## src/include/firmware_version.svh

```systemverilog
`ifndef FIRMWARE_VERSION_SVH
`define FIRMWARE_VERSION_SVH

// Firmware revision reported in status word 00
// Bump MAJOR_REV on register map changes
`define MAJOR_REV 8'd3
`define MINOR_REV 8'd1
`define PATCH_REV 8'd0

`endif

```

## src/logic/status_pkg.sv

```systemverilog
package status_pkg;

  // Fixed by the register map
  localparam int NUM_CHAN = 5;
  localparam int NUM_REGS = 32;

  typedef logic [31:0] status_word_t;
  typedef logic [4:0]  reg_addr_t;
  typedef logic [31:0] err_count_t;
  typedef logic [23:0] trig_num_t;
  typedef logic [22:0] burst_count_t;
  // One bit per digitizer channel
  typedef logic [NUM_CHAN-1:0] chan_mask_t;

  typedef struct packed {
    logic is_golden;
    logic prog_chan_done;
    logic async_mode;
    logic cbuf_mode;
  } fpga_status_t;

  // Hard errors detected outside this subsystem
  typedef struct packed {
    logic       trig_type_from_cm;
    logic       trig_type_from_tt;
    logic       trig_num_from_cm;
    logic       trig_num_from_tt;
    logic       trig_rate;
    logic       pll_unlock;
    chan_mask_t chan_error_sn;
    chan_mask_t chan_error_rc;
    logic       ddr3_almost_full;
  } hard_error_t;

  // External clock select and synthesizer status pins
  typedef struct packed {
    logic daq_clk_sel;
    logic daq_clk_en;
    logic adcclk_clkin0_stat;
    logic adcclk_clkin1_stat;
    logic adcclk_stat_ld;
    logic adcclk_stat;
  } clock_status_t;

  typedef struct packed {
    logic       daq_almost_full;
    logic       daq_ready;
    logic [3:0] tts_state;
    logic [5:0] ttc_chan_b_info;
    logic       ttc_ready;
  } link_status_t;

  // One-hot state codes of the readout FSMs
  typedef struct packed {
    logic [34:0] cm_state;
    logic [3:0]  ttr_state;
    logic [4:0]  ptr_state;
    logic [3:0]  cac_state;
    logic [3:0]  caca_state;
    logic [3:0]  cacc_state;
    logic [6:0]  tp_state;
  } fsm_states_t;

  typedef struct packed {
    chan_mask_t acq_readout_pause;
    chan_mask_t fill_type;
    chan_mask_t chan_en;
    chan_mask_t acq_dones;
    logic       endianness_sel;
    logic       accept_pulse_triggers;
    logic       ttc_accept_pulse_triggers;
    logic       ipb_accept_pulse_triggers;
  } acq_status_t;

  // Latest TTC trigger as seen by the trigger processor
  typedef struct packed {
    logic        trig_fifo_full;
    logic        pulse_fifo_full;
    logic        acq_fifo_full;
    logic [2:0]  trig_settings;
    logic [31:0] trig_delay;
    trig_num_t   trig_num;
    logic [43:0] trig_timestamp;
  } trig_status_t;

  typedef struct packed {
    logic [11:0] i2c_temp;
    logic [15:0] temp;
    logic [15:0] vccint;
    logic [15:0] vccaux;
    logic [15:0] vccbram;
    logic        over_temp;
    logic        alarm_temp;
    logic        alarm_vccint;
    logic        alarm_vccaux;
    logic        alarm_vccbram;
  } xadc_status_t;

  typedef struct packed {
    err_count_t count;
    err_count_t threshold;
  } soft_error_t;

  // Front panel trigger statistics
  typedef struct packed {
    err_count_t raw_count;
    err_count_t accepted_count;
    trig_num_t  pulse_trig_num;
    trig_num_t  trigs_last_readout;
  } ext_trig_counts_t;

  // Status word indices
  localparam reg_addr_t REG_VERSION             = 5'd0;
  localparam reg_addr_t REG_ERROR               = 5'd1;
  localparam reg_addr_t REG_CLK_TEMP            = 5'd2;
  localparam reg_addr_t REG_CLK_SYNTH           = 5'd3;
  localparam reg_addr_t REG_DAQ_LINK            = 5'd4;
  localparam reg_addr_t REG_TTC_TTS             = 5'd5;
  localparam reg_addr_t REG_FSM_STATE0          = 5'd6;
  localparam reg_addr_t REG_FSM_STATE1          = 5'd7;
  localparam reg_addr_t REG_ACQ                 = 5'd8;
  localparam reg_addr_t REG_TRIG_INFO           = 5'd9;
  localparam reg_addr_t REG_TRIG_DELAY          = 5'd10;
  localparam reg_addr_t REG_TRIG_NUM            = 5'd11;
  localparam reg_addr_t REG_TRIG_TS_LSB         = 5'd12;
  localparam reg_addr_t REG_TRIG_TS_MSB         = 5'd13;
  localparam reg_addr_t REG_PULSE_TRIG_NUM      = 5'd14;
  localparam reg_addr_t REG_DATA_CORRUPT_THRES  = 5'd15;
  localparam reg_addr_t REG_DATA_CORRUPT_COUNT  = 5'd16;
  localparam reg_addr_t REG_UNKNOWN_TTC_THRES   = 5'd17;
  localparam reg_addr_t REG_UNKNOWN_TTC_COUNT   = 5'd18;
  localparam reg_addr_t REG_DDR3_OVERFLOW_THRES = 5'd19;
  localparam reg_addr_t REG_DDR3_OVERFLOW_COUNT = 5'd20;
  // Channel n burst count sits at REG_BURSTS_CHAN0 + n
  localparam reg_addr_t REG_BURSTS_CHAN0        = 5'd21;
  localparam reg_addr_t REG_XADC_TEMP_VCCINT    = 5'd26;
  localparam reg_addr_t REG_XADC_VCCAUX_VCCBRAM = 5'd27;
  localparam reg_addr_t REG_XADC_ALARMS         = 5'd28;
  localparam reg_addr_t REG_EXT_RAW_COUNT       = 5'd29;
  localparam reg_addr_t REG_EXT_LAST_READOUT    = 5'd30;
  localparam reg_addr_t REG_EXT_ACCEPTED_COUNT  = 5'd31;

endpackage

```

## src/logic/ext_trigger_counter.sv

```systemverilog
`timescale 1ns/1ps

module ext_trigger_counter import status_pkg::*; (
  input  logic             clk,
  input  logic             rst_n,
  // Front panel trigger, one cycle per trigger
  input  logic             ext_trig,
  // Level, high while triggers are accepted
  input  logic             accept_en,
  // End of one readout
  input  logic             readout_done,
  output ext_trig_counts_t counts
);

  err_count_t raw_count;
  err_count_t accepted_count;
  trig_num_t  pulse_trig_num;
  trig_num_t  trigs_last_readout;
  trig_num_t  since_readout;
  trig_num_t  since_next;
  logic       accepted_trig;

  assign accepted_trig = ext_trig & accept_en;

  // Running count since the last readout, this cycle's trigger included
  always_comb begin
    since_next = since_readout;
    if (accepted_trig) begin
      since_next = since_readout + 1'b1;
    end
  end

  always_ff @(posedge clk or negedge rst_n) begin
    if (!rst_n) begin
      raw_count          <= '0;
      accepted_count     <= '0;
      pulse_trig_num     <= '0;
      trigs_last_readout <= '0;
      since_readout      <= '0;
    end else begin
      // Every trigger, accepted or not
      if (ext_trig) begin
        raw_count <= raw_count + 1'b1;
      end
      if (accepted_trig) begin
        accepted_count <= accepted_count + 1'b1;
        // 24-bit trigger number wraps like the TTC one
        pulse_trig_num <= pulse_trig_num + 1'b1;
      end
      // Snapshot then restart
      if (readout_done) begin
        trigs_last_readout <= since_next;
        since_readout      <= '0;
      end else begin
        since_readout <= since_next;
      end
    end
  end

  assign counts = '{
    raw_count:          raw_count,
    accepted_count:     accepted_count,
    pulse_trig_num:     pulse_trig_num,
    trigs_last_readout: trigs_last_readout
  };

endmodule

```

## src/logic/rider_status_top.sv

```systemverilog
`timescale 1ns/1ps

module rider_status_top import status_pkg::*; (
  input  logic                        clk,
  input  logic                        rst_n,
  // Slow status levels from the rest of the firmware
  input  fpga_status_t                fpga,
  input  hard_error_t                 hard_err,
  input  clock_status_t               clocks,
  input  link_status_t                link,
  input  fsm_states_t                 fsm,
  input  acq_status_t                 acq,
  input  trig_status_t                trig,
  input  xadc_status_t                xadc,
  input  burst_count_t [NUM_CHAN-1:0] stored_bursts,
  // Soft error thresholds
  input  err_count_t                  thres_data_corrupt,
  input  err_count_t                  thres_unknown_ttc,
  input  err_count_t                  thres_ddr3_overflow,
  // Soft error pulses
  input  logic                        data_corrupt_pulse,
  input  logic                        unknown_ttc_pulse,
  input  logic                        ddr3_overflow_pulse,
  input  logic                        err_clear,
  // Front panel trigger
  input  logic                        ext_trig,
  input  logic                        accept_en,
  input  logic                        readout_done,
  // Bus read port
  input  logic                        rd_stb,
  input  reg_addr_t                   rd_addr,
  output status_word_t                rd_data,
  output logic                        rd_ack,
  // Not in the map, routed out for the board logic
  output logic                        ddr3_overflow_error
);

  soft_error_t                 data_corrupt_counts;
  soft_error_t                 unknown_ttc_counts;
  soft_error_t                 ddr3_overflow_counts;
  logic                        data_corrupt_error;
  logic                        unknown_ttc_error;
  ext_trig_counts_t            ext_trig_counts;
  status_word_t [NUM_REGS-1:0] status_words;

  // Checksum mismatches
  soft_error_counter i_data_corrupt_cnt (
    .clk        (clk),
    .rst_n      (rst_n),
    .err_pulse  (data_corrupt_pulse),
    .err_clear  (err_clear),
    .threshold  (thres_data_corrupt),
    .counts     (data_corrupt_counts),
    .hard_error (data_corrupt_error)
  );

  // Unknown TTC broadcast commands
  soft_error_counter i_unknown_ttc_cnt (
    .clk        (clk),
    .rst_n      (rst_n),
    .err_pulse  (unknown_ttc_pulse),
    .err_clear  (err_clear),
    .threshold  (thres_unknown_ttc),
    .counts     (unknown_ttc_counts),
    .hard_error (unknown_ttc_error)
  );

  soft_error_counter i_ddr3_overflow_cnt (
    .clk        (clk),
    .rst_n      (rst_n),
    .err_pulse  (ddr3_overflow_pulse),
    .err_clear  (err_clear),
    .threshold  (thres_ddr3_overflow),
    .counts     (ddr3_overflow_counts),
    .hard_error (ddr3_overflow_error)
  );

  ext_trigger_counter i_ext_trig_cnt (
    .clk          (clk),
    .rst_n        (rst_n),
    .ext_trig     (ext_trig),
    .accept_en    (accept_en),
    .readout_done (readout_done),
    .counts       (ext_trig_counts)
  );

  status_reg_block i_status_regs (
    .clk                (clk),
    .rst_n              (rst_n),
    .fpga               (fpga),
    .hard_err           (hard_err),
    .data_corrupt_error (data_corrupt_error),
    .unknown_ttc_error  (unknown_ttc_error),
    .clocks             (clocks),
    .link               (link),
    .fsm                (fsm),
    .acq                (acq),
    .trig               (trig),
    .xadc               (xadc),
    .stored_bursts      (stored_bursts),
    .data_corrupt       (data_corrupt_counts),
    .unknown_ttc        (unknown_ttc_counts),
    .ddr3_overflow      (ddr3_overflow_counts),
    .ext_trig           (ext_trig_counts),
    .status_words       (status_words)
  );

  // three cycles input to rd_data, counters included
  status_read_port i_read_port (
    .clk          (clk),
    .rst_n        (rst_n),
    .status_words (status_words),
    .rd_stb       (rd_stb),
    .rd_addr      (rd_addr),
    .rd_data      (rd_data),
    .rd_ack       (rd_ack)
  );

endmodule

```

## src/logic/soft_error_counter.sv

```systemverilog
`timescale 1ns/1ps

module soft_error_counter import status_pkg::*; (
  input  logic        clk,
  input  logic        rst_n,
  // One cycle per error occurrence
  input  logic        err_pulse,
  input  logic        err_clear,
  // Zero disables the hard error
  input  err_count_t  threshold,
  output soft_error_t counts,
  output logic        hard_error
);

  err_count_t count_q;
  err_count_t count_next;
  logic       limit_hit;

  // Next count with saturation at all ones
  always_comb begin
    count_next = count_q;
    if (err_pulse && (count_q != '1)) begin
      count_next = count_q + 1'b1;
    end
  end

  // Compare includes this cycle's pulse
  assign limit_hit = (threshold != '0) && (count_next >= threshold);

  always_ff @(posedge clk or negedge rst_n) begin
    if (!rst_n) begin
      count_q    <= '0;
      hard_error <= 1'b0;
    end else if (err_clear) begin
      // Clear wins over a pulse in the same cycle
      count_q    <= '0;
      hard_error <= 1'b0;
    end else begin
      count_q <= count_next;
      // Sticky until the next clear
      if (limit_hit) begin
        hard_error <= 1'b1;
      end
    end
  end

  // Threshold echoed so the map can show it beside the count
  assign counts = '{count: count_q, threshold: threshold};

endmodule

```

## src/logic/status_read_port.sv

```systemverilog
`timescale 1ns/1ps

module status_read_port import status_pkg::*; (
  input  logic                        clk,
  input  logic                        rst_n,
  // Registered bank from status_reg_block
  input  status_word_t [NUM_REGS-1:0] status_words,
  // Bus side, one strobe per read
  input  logic                        rd_stb,
  input  reg_addr_t                   rd_addr,
  output status_word_t                rd_data,
  output logic                        rd_ack
);

  // One read per cycle, no back-pressure
  // A new strobe may arrive while the previous ack is high
  always_ff @(posedge clk or negedge rst_n) begin
    if (!rst_n) begin
      rd_data <= '0;
      rd_ack  <= 1'b0;
    end else begin
      // Ack is the strobe delayed by one cycle
      rd_ack <= rd_stb;
      // Data only moves on a strobe and holds otherwise
      if (rd_stb) begin
        rd_data <= status_words[rd_addr];
      end
    end
  end

endmodule

```

## src/logic/status_reg_block.sv

```systemverilog
`timescale 1ns/1ps
`include "firmware_version.svh"

module status_reg_block import status_pkg::*; (
  input  logic                             clk,
  input  logic                             rst_n,
  input  fpga_status_t                     fpga,
  input  hard_error_t                      hard_err,
  // Sticky flags from the soft error counters
  input  logic                             data_corrupt_error,
  input  logic                             unknown_ttc_error,
  input  clock_status_t                    clocks,
  input  link_status_t                     link,
  input  fsm_states_t                      fsm,
  input  acq_status_t                      acq,
  input  trig_status_t                     trig,
  input  xadc_status_t                     xadc,
  input  burst_count_t [NUM_CHAN-1:0]      stored_bursts,
  input  soft_error_t                      data_corrupt,
  input  soft_error_t                      unknown_ttc,
  input  soft_error_t                      ddr3_overflow,
  input  ext_trig_counts_t                 ext_trig,
  output status_word_t [NUM_REGS-1:0]      status_words
);

  status_word_t [NUM_REGS-1:0] words_d;

  always_comb begin
    // Unused bits and words read as zero
    words_d = '0;

    // Mode bits on top and the revision in the low 24 bits
    words_d[REG_VERSION] = {fpga.is_golden, fpga.prog_chan_done, fpga.async_mode,
                            fpga.cbuf_mode, 4'd0, `MAJOR_REV, `MINOR_REV, `PATCH_REV};

    // Error summary
    words_d[REG_ERROR] = {13'd0, hard_err.ddr3_almost_full, hard_err.chan_error_rc,
                          hard_err.chan_error_sn, hard_err.trig_type_from_cm,
                          hard_err.trig_type_from_tt, hard_err.trig_num_from_cm,
                          hard_err.trig_num_from_tt, data_corrupt_error,
                          hard_err.trig_rate, unknown_ttc_error, hard_err.pll_unlock};

    // Board temperature shares a word with the clock select
    words_d[REG_CLK_TEMP] = {xadc.i2c_temp, 18'd0, clocks.daq_clk_sel, clocks.daq_clk_en};

    words_d[REG_CLK_SYNTH] = {28'd0, clocks.adcclk_clkin1_stat, clocks.adcclk_clkin0_stat,
                              clocks.adcclk_stat_ld, clocks.adcclk_stat};

    words_d[REG_DAQ_LINK] = {30'd0, link.daq_almost_full, link.daq_ready};

    words_d[REG_TTC_TTS] = {21'd0, link.tts_state, link.ttc_chan_b_info, link.ttc_ready};

    // Command manager state needs more than one word
    words_d[REG_FSM_STATE0] = fsm.cm_state[31:0];
    words_d[REG_FSM_STATE1] = {fsm.cm_state[34:32], 1'd0, fsm.cacc_state, fsm.ptr_state[4],
                               fsm.tp_state, fsm.caca_state, fsm.cac_state,
                               fsm.ptr_state[3:0], fsm.ttr_state};

    words_d[REG_ACQ] = {8'd0, acq.ipb_accept_pulse_triggers, acq.ttc_accept_pulse_triggers,
                        acq.accept_pulse_triggers, acq.acq_dones, acq.endianness_sel,
                        acq.acq_readout_pause, acq.fill_type, acq.chan_en};

    // TTC trigger words
    words_d[REG_TRIG_INFO]   = {26'd0, trig.pulse_fifo_full, trig.trig_settings,
                                trig.acq_fifo_full, trig.trig_fifo_full};
    words_d[REG_TRIG_DELAY]  = trig.trig_delay;
    words_d[REG_TRIG_NUM]    = {8'd0, trig.trig_num};
    words_d[REG_TRIG_TS_LSB] = trig.trig_timestamp[31:0];
    words_d[REG_TRIG_TS_MSB] = {20'd0, trig.trig_timestamp[43:32]};

    words_d[REG_PULSE_TRIG_NUM] = {8'd0, ext_trig.pulse_trig_num};

    // Threshold and count pairs
    words_d[REG_DATA_CORRUPT_THRES]  = data_corrupt.threshold;
    words_d[REG_DATA_CORRUPT_COUNT]  = data_corrupt.count;
    words_d[REG_UNKNOWN_TTC_THRES]   = unknown_ttc.threshold;
    words_d[REG_UNKNOWN_TTC_COUNT]   = unknown_ttc.count;
    words_d[REG_DDR3_OVERFLOW_THRES] = ddr3_overflow.threshold;
    words_d[REG_DDR3_OVERFLOW_COUNT] = ddr3_overflow.count;

    // One word per channel
    for (int ch = 0; ch < NUM_CHAN; ch++) begin
      words_d[REG_BURSTS_CHAN0 + ch] = {9'd0, stored_bursts[ch]};
    end

    words_d[REG_XADC_TEMP_VCCINT]    = {xadc.vccint, xadc.temp};
    words_d[REG_XADC_VCCAUX_VCCBRAM] = {xadc.vccbram, xadc.vccaux};
    words_d[REG_XADC_ALARMS]         = {27'd0, xadc.alarm_vccbram, xadc.alarm_vccaux,
                                        xadc.alarm_vccint, xadc.alarm_temp, xadc.over_temp};

    // Front panel trigger statistics
    words_d[REG_EXT_RAW_COUNT]      = ext_trig.raw_count;
    words_d[REG_EXT_LAST_READOUT]   = {8'd0, ext_trig.trigs_last_readout};
    words_d[REG_EXT_ACCEPTED_COUNT] = ext_trig.accepted_count;
  end

  // Whole bank updates on one edge, so a read never mixes two cycles
  always_ff @(posedge clk or negedge rst_n) begin
    if (!rst_n) begin
      status_words <= '0;
    end else begin
      status_words <= words_d;
    end
  end

endmodule

```

## config.mk

```make
export PLATFORM = sky130hd
export DESIGN_NAME = rider_status_top
export DESIGN_NICKNAME = d
export VERILOG_FILES = /design/src/logic/status_pkg.sv /design/src/logic/ext_trigger_counter.sv /design/src/logic/rider_status_top.sv /design/src/logic/soft_error_counter.sv /design/src/logic/status_read_port.sv /design/src/logic/status_reg_block.sv
export VERILOG_INCLUDE_DIRS = /design/src /design/src/include
export SDC_FILE = /design/constraint.sdc
export NUM_CORES = 1
export LEC_CHECK = 0
export ABC_AREA = 0
export BUFFER_PORTS_ARGS = -buffer_cell sky130_fd_sc_hd__buf_2
export CAP_MARGIN = 20
export CORE_MARGIN = 8
export CORE_UTILIZATION = 40
export CTS_CLUSTER_SIZE = 8
export DETAILED_ROUTE_END_ITERATION = 12
export HOLD_SLACK_MARGIN = 0.06
export SLEW_MARGIN = 30
export SYNTH_ARGS = -nofsm -noshare
export SYNTH_HDL_FRONTEND = slang
export SYNTH_SLANG_ARGS = --single-unit
export TNS_END_PERCENT = 10
```

## constraint.sdc

```tcl
create_clock -name clk -period 4.4 [get_ports clk]
set_clock_uncertainty 0.05 [all_clocks]
set_input_delay 0.88 -clock clk [delete_from_list [all_inputs] [get_ports clk]]
set_output_delay 0.88 -clock clk [all_outputs]
set_load 0.005 [all_outputs]
```

==> results of run 1 <==
[final timing paths]
check / start / endpoint / slack, ps
max in group asynchronous: rst_n / i_status_regs.status_words[374] / 3070
max reg2reg: i_unknown_ttc_cnt.count_q[24] / i_unknown_ttc_cnt.hard_error / 790
min in group clk: fsm[55] / i_status_regs.status_words[219] / 190
min: rst_n / i_status_regs.status_words[424] / 110
max: i_unknown_ttc_cnt.count_q[24] / i_unknown_ttc_cnt.hard_error / 790
min reg2reg: i_ext_trig_cnt.trigs_last_readout[7] / i_status_regs.status_words[967] / 300
[report_power, final]
| group | total [mW] | internal [mW] | leakage, nW | switching [mW] |
|---|---|---|---|---|
| registers | 10.0 | 9.75 | 12.5 | 0.296 |
| logic | 1.84 | 0.731 | 8.35 | 1.10 |
| clock network | 9.97 | 5.97 | 1.93 | 3.99 |
[layout by cell type (no fill, tap or decap), types with 7 or more instances in the layout]
cell,n
buf_4,77
o21ai_0,62
mux2i_1,66
dfrtp_1,1004
mux4_2,124
o22ai_1,11
nor2_1,187
a21oi_1,147
xnor2_1,107
and3_1,32
a221oi_1,24
a31oi_1,17
a22o_1,11
nor3_1,46
clkbuf_16,146
a211oi_1,14
nor4_1,46
nor2b_1,99
mux2_2,37
or4_1,7
inv_1,118
a21o_1,9
nand2_1,162
ha_1,103
buf_2,566
nand4_1,75
and2_1,13
o2bb2ai_1,13
nand2b_1,14
diode_2,24
a22oi_1,12
xor2_1,84
and4_1,23
nand3_1,85
buf_12,16
o31ai_1,7
[flip-flops by register name, summed over array words and instances, names as in the netlist, 24 cells and up]
signal,cells
i_ext_trig_cnt.pulse_trig_num,24
i_ext_trig_cnt.since_readout,24
i_ext_trig_cnt.accepted_count,32
i_ext_trig_cnt.trigs_last_readout,24
i_ddr3_overflow_cnt.count_q,32
i_data_corrupt_cnt.count_q,32
i_unknown_ttc_cnt.count_q,32
i_read_port.rd_data,32
i_ext_trig_cnt.raw_count,32
i_status_regs.status_words,736
[per-layer routing]
layer / part of all wire / global-route usage
met3: 0.089 / 0.0720
met2: 0.45 / 0.393
met4: 0.030 / 0.0777
met1: 0.42 / 0.350
met5: 0.0015 / 0
[kinds of logic (layout without fill, tap and decap cells)]
kind of cell             count (synthesis)  in the layout
multiplexers                           229            229
XOR/XNOR                               191            191
flip-flops                            1004           1004
other                                    1             25
AO/OA/AOI/OAI                          369            369
adder cells (fa/ha/maj)                103            103
buffers and inverters                  246            950
AND/OR/NAND/NOR                        814            814
[area by class of cell]
class / instances / area share
well taps: 1287 / 0.0333
clock buffers: 153 / 0.0763
inverters: 121 / 0.00939
diodes: 24 / 0.00124
repair buffers: 662 / 0.0781
flip-flops and latches: 1004 / 0.520
clock inverters: 14 / 0.00577
multi-input cells: 1707 / 0.276
[metrics by stage]
step | util | power (mW) | cells | hold WS (ps) | area (sq um)
after detailed placement | 0.452 | 12.0 | 4781 | 310 | 44300
after global placement | 0.452 | 12.0 | 4781 | 310 | 44300
after global routing | 0.492 | 22.6 | 4958 | 122 | 48300
after CTS | 0.492 | 22.1 | 4948 | 82.6 | 48300
after floorplan | - | 10.8 | 2957 | 302 | 39500
final | 0.493 | 21.8 | 4972 | 112 | 48400
[critical path, delay by kind of cell (launching register included)]
family                     cells  cell delay [ps]
and+or+nand+nor                5             1760
AOI/OAI and AO/OA              5              770
DFF                            1              420
adders and majority gates      1              260
xor gates and xnor gates       1              210
==> impl_metrics.csv, run 1 <==
group,metric,value,unit
worst_setup_path,critPathMaxStageDelay,720,ps
placed_design,place_ws,593,ps
drt,drc,0,
worst_setup_path,worst_r2r_path_depth,12,
pwr,power_density,452,nW/um^2
synth,synth_compound_area_frac,0.0587,
floorplan,fp.dieW,330,microns
timing,setup_viol,0,
timing,fin_tns_setup,0,ps
layout,fill_cells,8666,
synth,synth_top_family_by_area,"simple AND/OR/NAND/NOR gates",
synth,synth_fp_nets,3600,
synth,synthAdderAreaFrac,0.0327,
global_route,grt_max_degree,114,
worst_setup_path,crit_required,4940,ps
drt,dr_total_vias,26900,
clock_tree,clockBufferDepth,3,
placed_design,hpwl,108,mm
global_route,grt_pass1_vias,28000,
synth,synth_top_area_frac,0.637,
run,maxCapViolations,0,
drt,wire_per_inst,28.0,microns
drt,first_iter_violations,2287,
worst_setup_path,path_class,"reg2reg",
worst_setup_path,cp.arrival,4150,ps
pwr,power_leakage,22.8,nW
drt,detail-route-antenna-nets,0,
drt,routed_via_density,5.41,
layout,multiInputGateArea,13400,sq um
placed_design,port_buffers,573,
pwr,peakVddDrop,0.282,mV
clock_tree,cts_setup_buffers,0,
clock_tree,ctsHtreeMaxLevel,4,
global_route,grt_pass1_wl,199,mm
status,status,"completed",
synth,syn_area,39500,sq um
synth,ys_seq_area_frac,0.637,
floorplan,num_rows,115,
timing,period_share,0.820,
clock_tree,ctsResizeCount,0,
clock_tree,root_buffer,"clkbuf_16",
floorplan,start_util,0.402,
placed_design,gp_congestion,0.913,
worst_setup_path,path_cells,"nand4_1, or3_1, or4_1, nand2_2, xor2_1, ha_1, nand2b_1, a21oi_1, o21ai_0, a22o_1, o31ai_1, a211oi_1",
worst_setup_path,critPathSlowestCell,"or4_1",
global_route,grt_usage,0.255,
synth,ys.flop_type,"dfrtp_1",
synth,synth_area_leaders,"dfrtp_1 (64%), mux4_2 (7.1%), ha_1 (3.3%)",
timing,worst_pin_slew,956,ps
timing,postLayoutSetupSlackWorst,794,ps
timing,final_hold_viol_count,0,
synth,syn_avg_cell_area,13.3,sq um
worst_setup_path,endpoint_kind,"register",
floorplan,dieArea,109000,sq um
floorplan,die_h,330,microns
floorplan,ios,574,
layout,area_growth,22.6,%
clock_tree,cts_tree,"done",
clock_tree,clkLatencyLatePin,730,ps
synth,synth_seq_cells,1004,
synth,yosys.area_share.xor_xnor,0.0424,
timing,fin_crit,3610,ps
global_route,grt_overflow,0,
timing,slew_headroom,0.357,
hold_path,hp-class,"in2async",
synth,synth.most_common_cell,"dfrtp_1",
timing,rsz0062_at_grt,"no",
synth,syn_inst,2957,
synth,async_flop_share,1.00,
clock_tree,cts_sinks,1004,
synth,synth_commonest_cells,"dfrtp_1 (1004), nor2_1 (187), nand2_1 (162)",
layout,layout-drive-gt1-share,0.272,
worst_setup_path,crit_path_max_fanout,7,
floorplan,fp.coreArea,98100,sq um
layout,nNetsFinal,4283,
synth,synth_edf_count,0,
global_route,antenna_found_initial,42,
synth,synth_area_leader_cell,"dfrtp_1",
synth,muxShareOfSynthArea,0.0987,
drt,wirelength,139,mm
drt,drt_pass1_iterations,8,
worst_setup_path,worstSetupStartpointType,"register",
clock_tree,hold_buffers,0,
synth,synthSimpleGateAreaFrac,0.106,
timing,drv_slew,0,
layout,layout.area.seq,25100,sq um
clock_tree,cts_made_buffers,144,
synth,yosysWarnings,0,
synth,yosys.cell_types.count,65,
timing,max_freq,277,MHz
clock_tree,clkTransAtPathRegs,50,ps
(Power assumes the default switching activity.)
==> run 2, diff against run 1 <==
==> constraint.sdc (replaced) <==
create_clock -name clk -period 3.5 [get_ports clk]
set_clock_uncertainty 0.05 [all_clocks]
set_input_delay 0.7 -clock clk [delete_from_list [all_inputs] [get_ports clk]]
set_output_delay 0.7 -clock clk [all_outputs]
set_load 0.005 [all_outputs]
==> impl_metrics.csv, run 2 (synthesized netlist as in run 1, its figures left out) <==
group,metric,value,unit
placed_design,place_inst,4887,
global_route,grt_max_degree,113,
floorplan,fp.dieW,330,microns
worst_setup_path,crit_required,4060,ps
drt,wire_per_inst,27.0,microns
worst_setup_path,critPathMaxStageDelay,570,ps
timing,hold_slack,102,ps
pwr,power_leakage,25.3,nW
timing,slew_headroom,0.344,
clock_tree,ctsHtreeMaxLevel,4,
worst_setup_path,worstSetupStartpointType,"register",
global_route,grt_usage,0.273,
worst_setup_path,path_cells,"nand4_2, or4_4, or4_1, nor3_1, xor2_1, ha_1, nor2b_1, o21ai_1, o41ai_2, nor4_1, buf_4, a211oi_1",
drt,first_iter_violations,2606,
layout,post-route-util,0.549,
layout,nNetsFinal,4854,
worst_setup_path,startpoint,"i_unknown_ttc_cnt.count_q[8]",
pwr,peakVddDrop,0.356,mV
timing,setup_viol,0,
layout,largest_reg_flops,736,
layout,final_common_cell,"dfrtp_1",
global_route,grt_overflow,0,
floorplan,ios,574,
worst_setup_path,path_class,"reg2reg",
placed_design,gp_congestion,0.905,
placed_design,port_buffers,573,
floorplan,dieArea,109000,sq um
hold_path,hp-class,"in2reg",
floorplan,start_util,0.402,
timing,fin_tns_setup,0,ps
pwr,p_sw,6.90,mW
pwr,p_total,28.1,mW
layout,top_register,"i_status_regs.status_words",
pwr,power_density,521,nW/um^2
drt,drc,0,
layout,fin_cells,5533,
worst_setup_path,crit_path_max_fanout,6,
clock_tree,root_buffer,"clkbuf_16",
layout,final_area,53900,sq um
pwr,intPower,21.2,mW
placed_design,hpwl,110,mm
placed_design,place_ws,-160,ps
placed_design,placed_cell_area,45200,sq um
worst_setup_path,endpoint_kind,"register",
clock_tree,clkLatencyLatePin,750,ps
drt,drt_pass1_iterations,5,
clock_tree,cts_made_buffers,144,
worst_setup_path,timing.rr.start,"i_unknown_ttc_cnt.count_q[8]",
pwr,p_seq_frac,0.450,
global_route,antenna_found_initial,26,
global_route,grt_pass1_wl,215,mm
floorplan,fp.coreArea,98100,sq um
hold_path,hp-start,"trig[11]",
timing,max_freq,292,MHz
drt,wirelength,149,mm
timing,rsz0062_at_grt,"yes",
layout,area_growth,36.5,%
clock_tree,clockBufferDepth,3,
floorplan,num_rows,115,
pwr,clockPowerShare,0.448,
status,status,"completed",
floorplan,die_h,330,microns
timing,final_hold_viol_count,0,
timing,period_share,0.977,
run,maxCapViolations,0,
timing,worst_pin_slew,984,ps
layout,layout-drive-gt1-share,0.265,
clock_tree,cts_sinks,1004,
drt,detail-route-antenna-nets,0,
layout,mostFrequentLayoutCells,"dfrtp_1 (1003), buf_2 (568), dlygate4sd3_1 (463)",
timing,drv_slew,0,
global_route,grt_pass1_vias,31800,
drt,dr_total_vias,29700,
pwr,comb_power_share,0.101,
timing,fin_crit,3420,ps
timing,postLayoutSetupSlackWorst,79.8,ps
worst_setup_path,critPathSlowestCell,"or4_4",
clock_tree,clkTransAtPathRegs,50,ps
clock_tree,cts_tree,"done",
worst_setup_path,cp.arrival,3980,ps
drt,routed_via_density,5.37,
pwr,p_sw_frac,0.246,
run 2: cell count changes in the layout (fill, tap and decap cells not counted), moves of 3 or more:
| cell | change |
|---|---|
| clkinv_16 | -3 |
| diode_2 | -7 |
| buf_12 | +4 |
| clkbuf_1 | -4 |
| dlygate4sd3_1 | +463 |
| inv_6 | +4 |
| buf_4 | +102 |
run 2: final timing paths:
| kind | end | slack [ps] | cells after the start |
|---|---|---|---|
| min in group asynchronous | i_status_regs.status_words[849] | 510 | 2 |
| setup reg to reg | i_unknown_ttc_cnt.hard_error | 80 | 12 |
| hold / removal | i_status_regs.status_words[395] | 100 | 1 |
| max in group asynchronous | i_status_regs.status_words[255] | 1760 | 3 |
| hold reg to reg | i_status_regs.status_words[960] | 310 | 0 |
| setup / recovery | i_unknown_ttc_cnt.hard_error | 80 | 12 |
run 2: repair_timing:
item,in CTS,in global routing
pin swaps,0,7
setup buffers,0,2
gates resized for setup,3,16
hold endpoints to repair,516,0
hold buffers,463,0
endpoints found under the setup margin,1,2
run 2: critical path: cells and delay by family (launching register included):
family,cells,cell delay [ps]
buf+inv,1,160
simple gates,6,1890
compound gates,3,330
xor+xnor,1,240
fa+ha+maj,1,270
flops,1,350
run 2: power groups by stage:
stage | Sequential (mW) | Combinational (mW) | Clock, mW
after floorplan | 12.6 | 0.981 | 0
after CTS | 12.6 | 2.84 | 12.8
after global placement | 12.8 | 2.38 | 0
after global routing | 12.7 | 3.04 | 13.3
after detailed placement | 12.8 | 2.39 | 0
final | 12.6 | 2.85 | 12.6
run 2: final cells by class:
| type | instances | area [sq um] |
|---|---|---|
| Tap cell | 1287 | 1610 |
| Inverter | 121 | 454 |
| Multi-Input combinational cell | 1707 | 13400 |
| Clock inverter | 13 | 201 |
| Antenna cell | 17 | 42.5 |
| Fill cell | 8080 | 44300 |
| Sequential cell | 1004 | 25100 |
| Clock buffer | 151 | 3720 |
| Timing Repair Buffer | 1233 | 9270 |
run 2: per-layer routing:
layer  track usage  part of all wire  vias up  wire, microns
met2         0.436              0.47     1328          69900
met3        0.0642             0.081      295          12100
met1         0.364              0.41    15100          61900
met5             0           0.00076        -            113
li1              -                 -    13000              -
met4        0.0976             0.035       14           5290
==> run 3, diff against run 2 <==
--- a/config.mk
+++ b/config.mk
@@ -11,6 +11,7 @@
 export CAP_MARGIN = 20
 export CORE_MARGIN = 8
 export CORE_UTILIZATION = 40
+export CTS_BUF_LIST = sky130_fd_sc_hd__clkbuf_2
 export CTS_CLUSTER_SIZE = 8
 export DETAILED_ROUTE_END_ITERATION = 12
 export HOLD_SLACK_MARGIN = 0.06
==> impl_metrics.csv, run 3 <==
group,metric,value,unit
clock_tree,ctsResizeCount,4,
synth,syn_inst,2957,
synth,synth_area_leader_cell,"dfrtp_1",
clock_tree,ctsHtreeMaxLevel,5,
clock_tree,root_buffer,"clkbuf_2",
synth,synth.most_common_cell,"dfrtp_1",
synth,synth_fp_nets,3600,
synth,syn_avg_cell_area,13.3,sq um
clock_tree,cts_sinks,1004,
synth,synth_area_leaders,"dfrtp_1 (64%), mux4_2 (7.1%), ha_1 (3.3%)",
status,stop_error,"[ERROR RSZ-0060] Max buffer count reached.",
clock_tree,clockBufferDepth,4,
synth,yosysWarnings,0,
synth,syn_area,39500,sq um
synth,synth_commonest_cells,"dfrtp_1 (1004), nor2_1 (187), nand2_1 (162)",
status,status,"aborted with a tool error",
clock_tree,hold_buffers,1072,
synth,synth_top_area_frac,0.637,
synth,async_flop_share,1.00,
placed_design,placed_cell_area,45200,sq um
clock_tree,cts_setup_buffers,0,
floorplan,die_h,330,microns
status,haltStage,"clock tree synthesis",
floorplan,fp.dieW,330,microns
synth,ys_seq_area_frac,0.637,
floorplan,num_rows,115,
floorplan,start_util,0.402,
synth,synth_edf_count,0,
floorplan,ios,574,
placed_design,hpwl,110,mm
synth,ys.flop_type,"dfrtp_1",
placed_design,port_buffers,573,
placed_design,gp_congestion,0.905,
synth,yosys.cell_types.count,65,
synth,synth_seq_cells,1004,
clock_tree,cts_made_buffers,288,
placed_design,place_inst,4887,
[run 3: kinds of logic after synthesis]
logic type / after synthesis / share of synthesized area
DFF: 1004 / 0.637
and+or+nand+nor: 814 / 0.106
adders and majority gates: 103 / 0.0327
other: 1 / 0.0000951
buffers and inverters: 246 / 0.0245
AOI/OAI and AO/OA: 369 / 0.0587
xor gates and xnor gates: 191 / 0.0424
muxes: 229 / 0.0987
[run 3: stage by stage]
step                worst slack [ps]   util
floorplan                        272      -
global placement                -145  0.460
detailed placement              -160  0.460
==> run 4, diff against run 3 <==
--- a/config.mk
+++ b/config.mk
@@ -10,11 +10,9 @@
 export BUFFER_PORTS_ARGS = -buffer_cell sky130_fd_sc_hd__buf_2
 export CAP_MARGIN = 20
 export CORE_MARGIN = 8
-export CORE_UTILIZATION = 40
-export CTS_BUF_LIST = sky130_fd_sc_hd__clkbuf_2
-export CTS_CLUSTER_SIZE = 8
+export CORE_UTILIZATION = 25
 export DETAILED_ROUTE_END_ITERATION = 12
-export HOLD_SLACK_MARGIN = 0.06
+export PLACE_DENSITY_LB_ADDON = 0.15
 export SLEW_MARGIN = 30
 export SYNTH_ARGS = -nofsm -noshare
 export SYNTH_HDL_FRONTEND = slang
==> impl_metrics.csv, run 4 (synthesized netlist as in run 1, its figures left out) <==
group,metric,value,unit
status,status,"completed",
layout,fill_cells,15500,
placed_design,port_buffers,573,
layout,top_register,"i_status_regs.status_words",
drt,drt_pass1_iterations,5,
worst_setup_path,cpMostUsedCell,"or4_4",
floorplan,num_rows,145,
worst_setup_path,endpoint_kind,"register",
timing,fin_tns_setup,0,ps
drt,drc,0,
floorplan,fp.coreArea,156000,sq um
worst_setup_path,cp_num_buf_inv,1,
timing,max_freq,293,MHz
global_route,antenna_found_initial,35,
drt,wirelength,168,mm
timing,setup_viol,0,
floorplan,die_h,413,microns
global_route,grt_max_degree,70,
run,maxCapViolations,0,
clock_tree,clkLatencyLatePin,800,ps
clock_tree,cts_made_buffers,116,
worst_setup_path,critPathMaxStageDelay,570,ps
timing,rsz0062_at_grt,"yes",
pwr,p_total,28.1,mW
floorplan,dieArea,171000,sq um
worst_setup_path,crit_path_max_fanout,6,
worst_setup_path,path_cells,"nand4_2, or4_4, or4_4, nor4_4, xor2_1, ha_1, a21oi_2, nor2b_1, o21ai_1, o41ai_1, nor4_1, buf_4, a211oi_1",
clock_tree,clockBufferDepth,3,
floorplan,start_util,0.252,
worst_setup_path,reg2reg_slack,90,ps
layout,mostFrequentLayoutCells,"dfrtp_1 (1004), buf_2 (568), dlygate4sd3_1 (450)",
floorplan,fp.dieW,413,microns
worst_setup_path,crit_family,"simple AND/OR/NAND/NOR gates",
layout,nNetsFinal,4852,
timing,worst_pin_slew,768,ps
timing,hold_slack,54.8,ps
layout,final_common_cell,"dfrtp_1",
hold_path,hold_path_depth,1,
pwr,power_leakage,25.6,nW
layout,area_growth,40.1,%
clock_tree,clkTransAtPathRegs,60,ps
timing,final_hold_viol_count,0,
placed_design,hpwl,131,mm
drt,wire_per_inst,26.3,microns
layout,post-route-util,0.353,
worst_setup_path,critPathSlowestCell,"or4_4",
clock_tree,cts_tree,"done",
worst_setup_path,worst_r2r_path_depth,13,
drt,dr_total_vias,29000,
global_route,grt_pass1_vias,31500,
global_route,grt_overflow,0,
worst_setup_path,reg2reg_to,"i_unknown_ttc_cnt.hard_error",
hold_path,hp-class,"in2reg",
floorplan,ios,574,
worst_setup_path,path_class,"reg2reg",
timing,fin_crit,3410,ps
placed_design,gp_congestion,0.859,
pwr,peakVddDrop,0.403,mV
pwr,power_density,508,nW/um^2
drt,first_iter_violations,2048,
worst_setup_path,cp.depth,13,
worst_setup_path,timing.rr.start,"i_unknown_ttc_cnt.count_q[8]",
clock_tree,root_buffer,"clkbuf_16",
global_route,grt_pass1_wl,236,mm
drt,detail-route-antenna-nets,0,
clock_tree,ctsHtreeMaxLevel,3,
timing,period_share,0.974,
global_route,grt_usage,0.194,
worst_setup_path,worstSetupStartpointType,"register",
drt,routed_via_density,4.55,
timing,drv_slew,0,
worst_setup_path,cp.arrival,4000,ps
hold_path,whs_endpoint,"i_status_regs.status_words[272]",
layout,largest_reg_flops,736,
layout,layout-drive-gt1-share,0.276,
clock_tree,cts_sinks,1004,
hold_path,hp-start,"acq[4]",
worst_setup_path,crit_required,4100,ps
timing,slew_headroom,0.485,
-- run 4: worst reg2reg max path, cell delays in order (launching register included) --
cell and delay (ps):
dfrtp_1 360, nand4_2 130, or4_4 550, or4_4 570, nor4_4 160, xor2_1 250
ha_1 300, a21oi_2 150, nor2b_1 60, o21ai_1 120, o41ai_1 90, nor4_1 280
buf_4 160, a211oi_1 60
-- run 4: layout make-up --
| type | instances | area [sq um] | share of cell area |
|---|---|---|---|
| repair buffers | 1259 | 9630 | 0.174 |
| clock inverters | 46 | 638 | 0.0115 |
| multi-input cells | 1707 | 13500 | 0.244 |
| inverters | 121 | 454 | 0.00822 |
| well taps | 2058 | 2570 | 0.0466 |
| clock buffers | 164 | 3350 | 0.0607 |
| flip-flops and latches | 1004 | 25100 | 0.454 |
| diodes | 16 | 40.0 | 0.000724 |
-- run 4: report_power, final --
part | internal [mW] | leakage [nW] | total [mW] | switching, mW
Combinational | 1.33 | 11.1 | 2.98 | 1.65
Sequential | 12.2 | 12.5 | 12.6 | 0.374
Clock | 7.30 | 1.94 | 12.5 | 5.21
Total | 20.9 | 25.6 | 28.1 | 7.24
-- run 4: worst max-delay path by stage --
stage          slack (ps)                      startpoint                              to
3_3_place_gp          -10             ddr3_overflow_pulse  i_ddr3_overflow_cnt.hard_error
4_1_cts                30  i_data_corrupt_cnt.count_q[28]   i_data_corrupt_cnt.hard_error
3_5_place_dp          -60             ddr3_overflow_pulse  i_ddr3_overflow_cnt.hard_error
2_1_floorplan         270    i_unknown_ttc_cnt.count_q[5]    i_unknown_ttc_cnt.hard_error
5_1_grt              -130   i_unknown_ttc_cnt.count_q[15]    i_unknown_ttc_cnt.hard_error
6_report               90    i_unknown_ttc_cnt.count_q[8]    i_unknown_ttc_cnt.hard_error
-- run 4: through the flow --
| step | std cells | cell area [sq um] | setup slack [ps] |
|---|---|---|---|
| after detailed placement | 5697 | 46600 | -63.4 |
| after global routing | 6366 | 55300 | -130 |
| after CTS | 6357 | 55100 | 29.7 |
| after global placement | 5697 | 46600 | -10.4 |
| after floorplan | 2957 | 39500 | 272 |
| final | 6375 | 55300 | 90.4 |
-- run 4: what timing repair did --
item                                    in CTS  in global routing
endpoints found under the hold margin      496                  0
pin swaps                                    0                 10
buffers inserted                             0                  2
cloned                                       0                  0
endpoints found under the setup margin       1                  3
hold buffers                               450                  0
resized for setup                            1                 22
-- run 4: routing by layer --
layer	part of all wire	vias up	GRT usage	wire, microns
li1	-	13000	-	-
met1	0.46	15000	0.271	76400
met2	0.46	867	0.308	77200
met3	0.056	179	0.0342	9420
met4	0.028	4	0.0561	4690
met5	0.00018	-	0	30
